===== src/tp_defs.svh =====
`ifndef TP_DEFS_SVH
`define TP_DEFS_SVH

// engine geometry
`define TP_VECTOR_SIZE   5
`define TP_CELL_WIDTH    8
`define TP_TILING_H      4  // products per result word
`define TP_WORD_WIDTH    (`TP_TILING_H * 2 * `TP_CELL_WIDTH)
`define TP_TILES_PER_ROW ((`TP_VECTOR_SIZE + `TP_TILING_H - 1) / `TP_TILING_H)

// scratch memory
`define TP_MEM_DEPTH     16
`define TP_ADDR_WIDTH    4
`define TP_A_ADDR        0  // operand a, cells packed from bit 0
`define TP_B_ADDR        1
`define TP_RES_BASE      2  // row i, tile h at base + i*tiles + h

// apb byte offsets
`define TP_APB_CTRL      12'h000
`define TP_APB_STATUS    12'h004
`define TP_APB_MEM_BASE  12'h100  // word w, half k at base + 8w + 4k

`endif


===== src/tp_pkg.sv =====
`include "tp_defs.svh"

package tp_pkg;

    // one memory access, held until gnt
    typedef struct packed {
        logic                      valid;
        logic                      we;
        logic [`TP_ADDR_WIDTH-1:0] addr;
        logic [1:0]                wstrb;  // one bit per 32-bit half
        logic [`TP_WORD_WIDTH-1:0] wdata;
    } mem_req_t;

    typedef struct packed {
        logic                      gnt;     // request taken this cycle
        logic                      rvalid;  // one cycle after a granted read
        logic [`TP_WORD_WIDTH-1:0] rdata;
    } mem_rsp_t;

    // engine state as seen by software
    typedef struct packed {
        logic busy;
        logic done;
    } engine_status_t;

endpackage


===== src/tp_scratch_mem.sv =====
`include "tp_defs.svh"

module tp_scratch_mem (
    input  logic             clk,
    input  tp_pkg::mem_req_t req,
    output tp_pkg::mem_rsp_t rsp
);

    localparam int WW = `TP_WORD_WIDTH;

    logic [WW-1:0] mem [`TP_MEM_DEPTH];
    logic [WW-1:0] rdata_q;
    logic          rvalid_q;

    // half-word writes
    always_ff @(posedge clk) begin
        if (req.valid && req.we) begin
            for (int k = 0; k < 2; k++) begin
                if (req.wstrb[k]) begin
                    mem[req.addr][k*32 +: 32] <= req.wdata[k*32 +: 32];
                end
            end
        end
    end

    always_ff @(posedge clk) begin
        rvalid_q <= req.valid && !req.we;
        if (req.valid && !req.we) begin
            rdata_q <= mem[req.addr];
        end
    end

    // single port, never stalls
    assign rsp.gnt    = req.valid;
    assign rsp.rvalid = rvalid_q;
    assign rsp.rdata  = rdata_q;

endmodule


===== src/tp_mem_arbiter.sv =====
module tp_mem_arbiter (
    input  logic             clk,
    input  logic             rst,
    input  tp_pkg::mem_req_t req_a,
    input  tp_pkg::mem_req_t req_b,
    input  tp_pkg::mem_rsp_t mem_rsp,
    output tp_pkg::mem_rsp_t rsp_a,
    output tp_pkg::mem_rsp_t rsp_b,
    output tp_pkg::mem_req_t mem_req
);

    logic prio_b;      // b wins the next tie
    logic sel_b;       // b owns the memory this cycle
    logic rd_owner_b;  // issuer of the last granted read

    always_comb begin
        if (req_a.valid && req_b.valid) begin
            sel_b = prio_b;
        end else begin
            sel_b = req_b.valid;
        end
    end

    assign mem_req = sel_b ? req_b : req_a;

    always_ff @(posedge clk) begin
        if (rst) begin
            prio_b     <= 1'b0;
            rd_owner_b <= 1'b0;
        end else if (mem_rsp.gnt) begin
            prio_b <= !sel_b;  // loser goes first next time
            if (!mem_req.we) begin
                rd_owner_b <= sel_b;
            end
        end
    end

    // read data returns to whoever issued the read a cycle ago
    always_comb begin
        rsp_a.gnt    = mem_rsp.gnt && !sel_b;
        rsp_a.rvalid = mem_rsp.rvalid && !rd_owner_b;
        rsp_a.rdata  = mem_rsp.rdata;
        rsp_b.gnt    = mem_rsp.gnt && sel_b;
        rsp_b.rvalid = mem_rsp.rvalid && rd_owner_b;
        rsp_b.rdata  = mem_rsp.rdata;
    end

endmodule


===== src/outer_product_engine.sv =====
`include "tp_defs.svh"

module outer_product_engine (
    input  logic                   clk,
    input  logic                   rst,
    input  logic                   start,
    input  tp_pkg::mem_rsp_t       mem_rsp,
    output tp_pkg::mem_req_t       mem_req,
    output tp_pkg::engine_status_t status
);

    localparam int CW     = `TP_CELL_WIDTH;
    localparam int TH     = `TP_TILING_H;
    localparam int VS     = `TP_VECTOR_SIZE;
    localparam int TILES  = `TP_TILES_PER_ROW;
    localparam int AW     = `TP_ADDR_WIDTH;
    localparam int ROW_W  = (VS > 1) ? $clog2(VS) : 1;
    localparam int TILE_W = (TILES > 1) ? $clog2(TILES) : 1;

    typedef enum logic [2:0] {
        ST_IDLE,
        ST_FETCH_A,
        ST_FETCH_B,
        ST_COMPUTE,
        ST_DONE
    } state_t;

    state_t                    state;
    logic                      rd_wait;  // read granted, data not back yet
    logic                      done_q;
    logic [ROW_W-1:0]          row_q;
    logic [TILE_W-1:0]         tile_q;
    logic [`TP_WORD_WIDTH-1:0] a_q;
    logic [`TP_WORD_WIDTH-1:0] b_q;
    logic [CW-1:0]             a_cell;
    logic [CW-1:0]             b_cell [TILES*TH];
    logic [TH*2*CW-1:0]        tile_product;
    logic [AW-1:0]             res_addr;
    logic                      last_tile;
    logic                      last_row;

    assign a_cell = a_q[row_q*CW +: CW];

    // b cells past the vector end read as zero
    for (genvar g = 0; g < TILES*TH; g++) begin : g_b_cell
        if (g < VS) begin : g_used
            assign b_cell[g] = b_q[g*CW +: CW];
        end else begin : g_pad
            assign b_cell[g] = '0;
        end
    end

    for (genvar j = 0; j < TH; j++) begin : g_lane
        assign tile_product[j*2*CW +: 2*CW] = a_cell * b_cell[tile_q*TH + j];
    end

    assign res_addr  = AW'(`TP_RES_BASE + row_q * TILES + tile_q);
    assign last_tile = (tile_q == TILE_W'(TILES - 1));
    assign last_row  = (row_q == ROW_W'(VS - 1));

    always_ff @(posedge clk) begin
        if (rst) begin
            state   <= ST_IDLE;
            rd_wait <= 1'b0;
            done_q  <= 1'b0;
            row_q   <= '0;
            tile_q  <= '0;
        end else begin
            case (state)
                ST_IDLE, ST_DONE: begin
                    if (start) begin
                        state  <= ST_FETCH_A;
                        done_q <= 1'b0;
                        row_q  <= '0;
                        tile_q <= '0;
                    end else begin
                        state <= ST_IDLE;
                    end
                end
                ST_FETCH_A: begin
                    if (mem_rsp.gnt) rd_wait <= 1'b1;
                    if (mem_rsp.rvalid) begin
                        rd_wait <= 1'b0;
                        state   <= ST_FETCH_B;
                    end
                end
                ST_FETCH_B: begin
                    if (mem_rsp.gnt) rd_wait <= 1'b1;
                    if (mem_rsp.rvalid) begin
                        rd_wait <= 1'b0;
                        state   <= ST_COMPUTE;
                    end
                end
                ST_COMPUTE: begin
                    if (mem_rsp.gnt) begin  // counters move only on an accepted write
                        if (!last_tile) begin
                            tile_q <= tile_q + 1'b1;
                        end else begin
                            tile_q <= '0;
                            if (last_row) begin
                                state  <= ST_DONE;
                                done_q <= 1'b1;
                            end else begin
                                row_q <= row_q + 1'b1;
                            end
                        end
                    end
                end
                default: state <= ST_IDLE;
            endcase
        end
    end

    // operand words
    always_ff @(posedge clk) begin
        if (mem_rsp.rvalid && state == ST_FETCH_A) a_q <= mem_rsp.rdata;
        if (mem_rsp.rvalid && state == ST_FETCH_B) b_q <= mem_rsp.rdata;
    end

    always_comb begin
        mem_req       = '0;
        mem_req.wdata = tile_product;
        case (state)
            ST_FETCH_A: begin
                mem_req.valid = !rd_wait;
                mem_req.addr  = AW'(`TP_A_ADDR);
            end
            ST_FETCH_B: begin
                mem_req.valid = !rd_wait;
                mem_req.addr  = AW'(`TP_B_ADDR);
            end
            ST_COMPUTE: begin
                mem_req.valid = 1'b1;
                mem_req.we    = 1'b1;
                mem_req.addr  = res_addr;
                mem_req.wstrb = 2'b11;  // full tile per word
            end
            default: mem_req.valid = 1'b0;
        endcase
    end

    assign status.busy = (state == ST_FETCH_A) || (state == ST_FETCH_B) ||
                         (state == ST_COMPUTE);
    assign status.done = done_q;

endmodule


===== src/tp_apb_regs.sv =====
`include "tp_defs.svh"

module tp_apb_regs (
    input  logic                   clk,
    input  logic                   rst,
    input  logic                   psel,
    input  logic                   penable,
    input  logic                   pwrite,
    input  logic [11:0]            paddr,
    input  logic [31:0]            pwdata,
    input  tp_pkg::engine_status_t status,
    input  tp_pkg::mem_rsp_t       mem_rsp,
    output logic [31:0]            prdata,
    output logic                   pready,
    output logic                   pslverr,
    output logic                   start,
    output tp_pkg::mem_req_t       mem_req
);

    localparam int          AW       = `TP_ADDR_WIDTH;
    localparam logic [11:0] WIN_SIZE = 12'(8 * `TP_MEM_DEPTH);

    logic        access;
    logic        ctrl_hit;
    logic        status_hit;
    logic        win_hit;
    logic [11:0] win_off;   // byte offset inside the memory window
    logic        err;
    logic        win_ready;
    logic        rd_wait;
    logic [31:0] rdata_half;

    assign access     = psel && penable;
    assign ctrl_hit   = (paddr == `TP_APB_CTRL);
    assign status_hit = (paddr == `TP_APB_STATUS);
    assign win_off    = paddr - `TP_APB_MEM_BASE;
    assign win_hit    = (paddr >= `TP_APB_MEM_BASE) && (win_off < WIN_SIZE);

    // unmapped offset or write to a read-only register
    assign err = !(ctrl_hit || status_hit || win_hit) || (status_hit && pwrite);

    // writes finish on gnt, reads when the data comes back
    assign win_ready = pwrite ? mem_rsp.gnt : mem_rsp.rvalid;
    assign pready    = access && (win_hit ? win_ready : 1'b1);
    assign pslverr   = access && err;

    always_comb begin
        mem_req.valid = access && win_hit && (pwrite || !rd_wait);
        mem_req.we    = pwrite;
        mem_req.addr  = win_off[3 +: AW];
        mem_req.wstrb = pwrite ? (win_off[2] ? 2'b10 : 2'b01) : 2'b00;
        mem_req.wdata = {pwdata, pwdata};  // strobe picks the half
    end

    always_ff @(posedge clk) begin
        if (rst) begin
            rd_wait <= 1'b0;
        end else if (mem_rsp.rvalid) begin
            rd_wait <= 1'b0;
        end else if (mem_rsp.gnt && !pwrite) begin
            rd_wait <= 1'b1;
        end
    end

    // one-cycle start pulse
    always_ff @(posedge clk) begin
        if (rst) begin
            start <= 1'b0;
        end else begin
            start <= access && ctrl_hit && pwrite && pwdata[0];
        end
    end

    assign rdata_half = win_off[2] ? mem_rsp.rdata[63:32] : mem_rsp.rdata[31:0];

    always_comb begin
        prdata = '0;  // ctrl has no readable bits
        if (status_hit) begin
            prdata = {30'b0, status.done, status.busy};
        end else if (win_hit) begin
            prdata = rdata_half;
        end
    end

endmodule


===== src/tp_top.sv =====
module tp_top (
    input  logic        clk,
    input  logic        rst,
    input  logic        psel,
    input  logic        penable,
    input  logic        pwrite,
    input  logic [11:0] paddr,
    input  logic [31:0] pwdata,
    output logic [31:0] prdata,
    output logic        pready,
    output logic        pslverr
);

    import tp_pkg::*;

    mem_req_t       eng_req;
    mem_rsp_t       eng_rsp;
    mem_req_t       apb_req;
    mem_rsp_t       apb_rsp;
    mem_req_t       mem_req;
    mem_rsp_t       mem_rsp;
    engine_status_t eng_status;
    logic           start;

    tp_apb_regs u_regs (
        .clk     (clk),
        .rst     (rst),
        .psel    (psel),
        .penable (penable),
        .pwrite  (pwrite),
        .paddr   (paddr),
        .pwdata  (pwdata),
        .status  (eng_status),
        .mem_rsp (apb_rsp),
        .prdata  (prdata),
        .pready  (pready),
        .pslverr (pslverr),
        .start   (start),
        .mem_req (apb_req)
    );

    outer_product_engine u_engine (
        .clk     (clk),
        .rst     (rst),
        .start   (start),
        .mem_rsp (eng_rsp),
        .mem_req (eng_req),
        .status  (eng_status)
    );

    // engine on port a, software on port b
    tp_mem_arbiter u_arb (
        .clk     (clk),
        .rst     (rst),
        .req_a   (eng_req),
        .req_b   (apb_req),
        .mem_rsp (mem_rsp),
        .rsp_a   (eng_rsp),
        .rsp_b   (apb_rsp),
        .mem_req (mem_req)
    );

    tp_scratch_mem u_mem (
        .clk (clk),
        .req (mem_req),
        .rsp (mem_rsp)
    );

endmodule


===== config.mk =====
export PLATFORM = sky130hd
export DESIGN_NAME = tp_top
export DESIGN_NICKNAME = d
export VERILOG_FILES = /design/src/tp_pkg.sv /design/src/tp_scratch_mem.sv /design/src/tp_mem_arbiter.sv /design/src/outer_product_engine.sv /design/src/tp_apb_regs.sv /design/src/tp_top.sv
export VERILOG_INCLUDE_DIRS = /design/src /design/src/src
export SDC_FILE = /design/constraint.sdc
export NUM_CORES = 2
export LEC_CHECK = 0
export BUFFER_PORTS_ARGS = -buffer_cell sky130_fd_sc_hd__buf_2
export CORE_ASPECT_RATIO = 0.8
export CORE_MARGIN = 1.5
export CORE_UTILIZATION = 26
export CTS_CLUSTER_SIZE = 30
export DETAILED_ROUTE_END_ITERATION = 7
export PLACE_DENSITY = 0.46
export SETUP_SLACK_MARGIN = 0.05
export SLEW_MARGIN = 30
export SYNTH_ARGS = -nofsm -noshare
export SYNTH_HDL_FRONTEND = slang
export SYNTH_SLANG_ARGS = --single-unit

===== constraint.sdc =====
create_clock -name clk -period 7.34 [get_ports clk]
set_clock_uncertainty 0.15 [all_clocks]
set_input_delay 1.101 -clock clk [delete_from_list [all_inputs] [get_ports clk]]
set_output_delay 1.101 -clock clk [all_outputs]
set_load 0.01 [all_outputs]

==> results <==
- Using the TritonRoute via totals, the vias-per-cell ratio works out to 4.76.
- The net count reported at finish is 4086.
- The most common library cell in the layout ignoring fill and taps is edfxtp_1.
- The dominant combinational cell family by area after synthesis is multiplexers.
- Per report_power, the combinational group accounts for less than 1% of the total.
- The cell row count is 149.
- The longest clock path from root to sink contains 3 buffers.
- After Yosys synthesis, full adders, half adders and majority gates account for 8.69% of the synthesized area.
- The worst-skew pair later-pin latency is 790 ps.
- The area of the core region is 207000 um^2.
- The floorplan step defined a die boundary enclosing around 210000 um^2.
- The flow ran to the end, and the final reports show no timing, DRC or antenna violations.
- Dividing the detail-routed wire length by the instance count gives 26.0 um.
- The worst flop-to-flop path startpoint is u_engine.row_q[0]$_SDFFE_PP0P_.
- The first global-routing pass estimated 240000 um of wire.
- Once layout is complete, the cells apart from fillers number 6574.
- Global routing used 16.0% of the available tracks across all layers.
- The top flip-flop cell by instance count after synthesis is edfxtp_1.
- The number of global-route vias before repair was 31.1k.
- The count of synthesis-stage warnings from yosys is 0.
- The area of placed instances is roughly 60000 um^2.
- In this run the most critical hold path is launched from u_arb.rd_owner_b$_SDFFE_PP0P_.
- In this run the remaining antenna-violating nets after routing total 0.
- The library cells used most frequently in the layout, excluding fill and tap cells, are 1192 x edfxtp_1, 551 x mux2i_1, 287 x nor2_1, 257 x o22ai_1, 194 x inv_1.
- The net switching power of the design is 2.90 mW.
- The cell with the largest stage delay on the worst path is o41ai_1.
- The hold violation count in the final report came to 0.
- The synthesized flop and latch total is 1206.
- Net switching is 20.7% of the power.
- The share of the synthesized netlist area taken by xor and xnor gates is 0.694%.
- The total number of vias is 31.3k.
- The number of buffers added to fix hold violations after cts is 0.
- The maximum level of the CTS H-tree is 4.
- STA classifies the critical path endpoint as a flip-flop.
- The last element of the critical path is u_mem.mem[12][15]$_DFFE_PP_.
- The area of all placed cells without fillers is 63600 um^2.
- For this run, the register share of the synthesized area comes to 66.4%.
- The clock slew at the register clock pins of the worst setup and hold paths is 60 ps.
- Pin placement for this block handled 83 I/O pins.
- Along the worst path, the maximum fanout reaches 20.
- The sum of overflow across all layers after global routing is 0.
- Summed over all cells, the static leakage comes to around 25 nW.
- Post-CTS repair changed the size of 0 cells.
- For this run, the detailed router's first-pass iteration total came to 5.
- The fraction of registers with async set or reset after synthesis is 0%.
- The number of antenna violations at the first check in global routing is 14.
- The final period demand of the worst path is about 6800 ps.
- The power density of the placed cells is around 220 nW/um^2.
- The synthesis-to-finish area growth is 17.1%.
- When the netlist entered floorplanning its net count stood at approximately 3.9k.
- The total negative slack for setup checks is 0 ps.
- The simple-gate share of the synthesized area is 5.23%.
- The startpoint type of the worst setup path is a flip-flop.
- The synthesized-area fraction occupied by ao, oa, aoi and oai cells is 4.83%.
- The CTS buffer count is about 130.
- The internal power consumption is approximately 11 mW.
- The required time of the critical path is 7700 ps.
- At the pin with the least slew margin, the transition time is between 900 and 1000 ps.
- The delay contributed by the slowest stage of the critical path is between 500 and 600 ps.
- The worst path uses 92.5% of the clock period.
- The class of the most critical setup path is reg -> reg.
- Routability-driven placement finished with a final weighted congestion of 0.890.
- At the worst endpoint, the arrival time is 7150 ps.
- The beginning of the critical path is u_engine.row_q[0]$_SDFFE_PP0P_.
- In this run, the number of DRC markers left after iteration 0 of detailed routing was 2837.
- The number of standard cells after synthesis is 3530.
- The slack of the worst reg-to-reg path is 550 ps.
- The layout cell share with drive strength beyond 1 is 15.0%.
- The number of flops mapped to enable cells by yosys is 1192.
- Sequential cells burn ~53% of the power.
- The type of the most critical hold path is reg -> reg.
- The depth of the worst register-to-register path is 23.
- After detailed routing, the number of remaining DRC violations is 0.
- The library cell used as clock root buffer is clkbuf_16.
- The synthesized area divided by synthesized cell count is approximately 15 um^2.
- Across the run, the number of max-cap violations was 0.
- Setup violations remaining at the end of the flow were counted as 0.
- Synthesis instantiated 58 different standard cells from the library.
- Setup repair after global routing left no endpoint under its margin.
- The post-DP HPWL is 112000 um.
- The highest attainable clock frequency is 147 MHz.
- The number of post-CTS setup repair buffers is 0.
- The final number of max-transition violations came to 0.
- The total number of clock tree sinks is 1206.
- In the synthesized netlist, mux cells make up between 10% and 20% of the area.
- After detailed placement, the design holds a cell count of 6330.
- The critical path goes through buf_12, mux4_2, mux2i_4, buf_4, buf_4, buf_4, or2_2, fa_1, fa_1, inv_1, fa_1, inv_1, fa_1, inv_1, ha_1, o21a_1, o31ai_1, a21oi_1, o41ai_1, o21ai_0, xnor2_1, a21oi_1, buf_4.
- For this block, the routed nets add up to approximately 170000 um of wire.
- In this run the critical register-to-register path is captured at u_mem.mem[12][15]$_DFFE_PP_.
- IR analysis of the VDD net gives a maximum drop of ~0.00017 V.
- TritonCTS built the clock tree.
- The count of buffers added on input and output ports is between 80 and 90.
- In this run the vertical extent of the chip is 412 um.
- The largest net degree at the start of global routing is between 80 and 90.
- The mapped cell area is 54300 um^2.
- For this configuration, the core starts out at a cell density of 26.3%.
- In this run the tightest slew margin relative to its limit is between 30% and 40%.
- The horizontal extent of the die is 514 um.
- The clock network power share is 46.0%.
-- routing by layer --
layer  share of wire [%]  vias up  global-route usage [%]  wire, um
met5                   0        -                       0         0
met4                 1.7        0                    3.57      2860
met3                 5.6      178                    2.91      9510
met2                  45      833                    24.5     76800
met1                  48    16500                    23.5     82100
li1                    -    13700                       -         -
-- logic make-up after synthesis --
| family | after synthesis |
|---|---|
| AO/OA/AOI/OAI | 425 |
| XOR/XNOR | 43 |
| adder cells (fa/ha/maj) | 291 |
| buffers and inverters | 366 |
| flip-flops | 1206 |
| multiplexers | 583 |
| AND/OR/NAND/NOR | 616 |
-- power by group through the flow --
| stage | combinational, mW | sequential (mW) | clock (mW) |
|---|---|---|---|
| 2_1_floorplan | 0.0407 | 7.61 | 0 |
| 3_3_place_gp | 0.0938 | 7.61 | 0 |
| 3_5_place_dp | 0.0947 | 7.61 | 0 |
| 4_1_cts | 0.0950 | 7.46 | 6.58 |
| 5_1_grt | 0.0981 | 7.46 | 6.84 |
| 6_report | 0.0925 | 7.46 | 6.43 |
-- worst min-delay path by stage --
stage               cells after the start                     endpoint  slack (ps)
floorplan                               0   u_engine.a_q[40]$_DFFE_PP_         280
global placement                        0   u_engine.a_q[46]$_DFFE_PP_         290
detailed placement                      0   u_engine.a_q[59]$_DFFE_PP_         290
CTS                                     1  u_regs.rd_wait$_SDFFE_PP0P_         310
global route                            1  u_regs.rd_wait$_SDFFE_PP0P_         320
finish                                  1  u_regs.rd_wait$_SDFFE_PP0P_         310
-- per-stage QoR --
stage          power [mW]  hold slack (ps)  utilization, %  setup WS (ps)
6_report             14.0              306            30.7            551
5_1_grt              14.4              324            30.7            264
4_1_cts              14.1              312            30.7            320
3_5_place_dp         7.70              292            28.7            372
3_3_place_gp         7.70              289            28.7            457
2_1_floorplan        7.65              276               -            331
-- synthesized netlist by cell type (8+ instances only) --
cell type	count	share of area (%)
buf_1	10	0.069
clkbuf_1	58	0.40
buf_4	19	0.26
or2_2	51	0.59
a21oi_1	47	0.43
nor3_1	17	0.16
o21a_1	9	0.12
ha_1	146	3.4
o22ai_1	257	3.0
dfxtp_1	14	0.52
edfxtp_1	1192	66
or4_1	64	0.88
mux4_2	16	0.66
buf_2	78	0.72
nand2_1	112	0.77
nor2b_1	16	0.18
inv_1	194	1.3
xor2_1	29	0.47
mux2i_1	561	10
nand2b_1	16	0.18
a211oi_1	8	0.11
fa_1	144	5.3
nor2_1	319	2.2
o21ai_0	64	0.59
xnor2_1	14	0.23
-- flip-flops by register name (all words and copies together) (netlist names) --
| signal | count |
|---|---|
| u_arb.prio_b | 1 |
| u_engine.a_q | 64 |
| u_arb.rd_owner_b | 1 |
| u_engine.row_q | 3 |
| u_mem.mem | 1024 |
| u_engine.done_q | 1 |
| u_mem.rdata_q | 64 |
| u_engine.rd_wait | 1 |
| u_engine.b_q | 40 |
| u_engine.state | 3 |
| u_regs.start | 1 |
| u_regs.rd_wait | 1 |
| u_engine.last_tile | 1 |
| u_mem.rvalid_q | 1 |
-- layout make-up --
type                            count  area, um^2
Clock inverter                     69         614
Clock buffer                      171        3510
Inverter                          195         732
Fill cell                       20400      143000
Sequential cell                  1206       36100
Antenna cell                        4        10.0
Multi-Input combinational cell   1958       17100
Timing Repair Buffer              253        2080
Tap cell                         2718        3400
-- worst max-delay path, delay by kind of cell (launching register included) --
kind / cells / cell delay [ps]
AOI/OAI and AO/OA: 6 / 1300
xor gates and xnor gates: 1 / 190
muxes: 2 / 990
buffers and inverters: 8 / 1170
and+or+nand+nor: 1 / 120
DFF: 1 / 350
adders and majority gates: 5 / 2200
(Power assumes the default switching activity.)
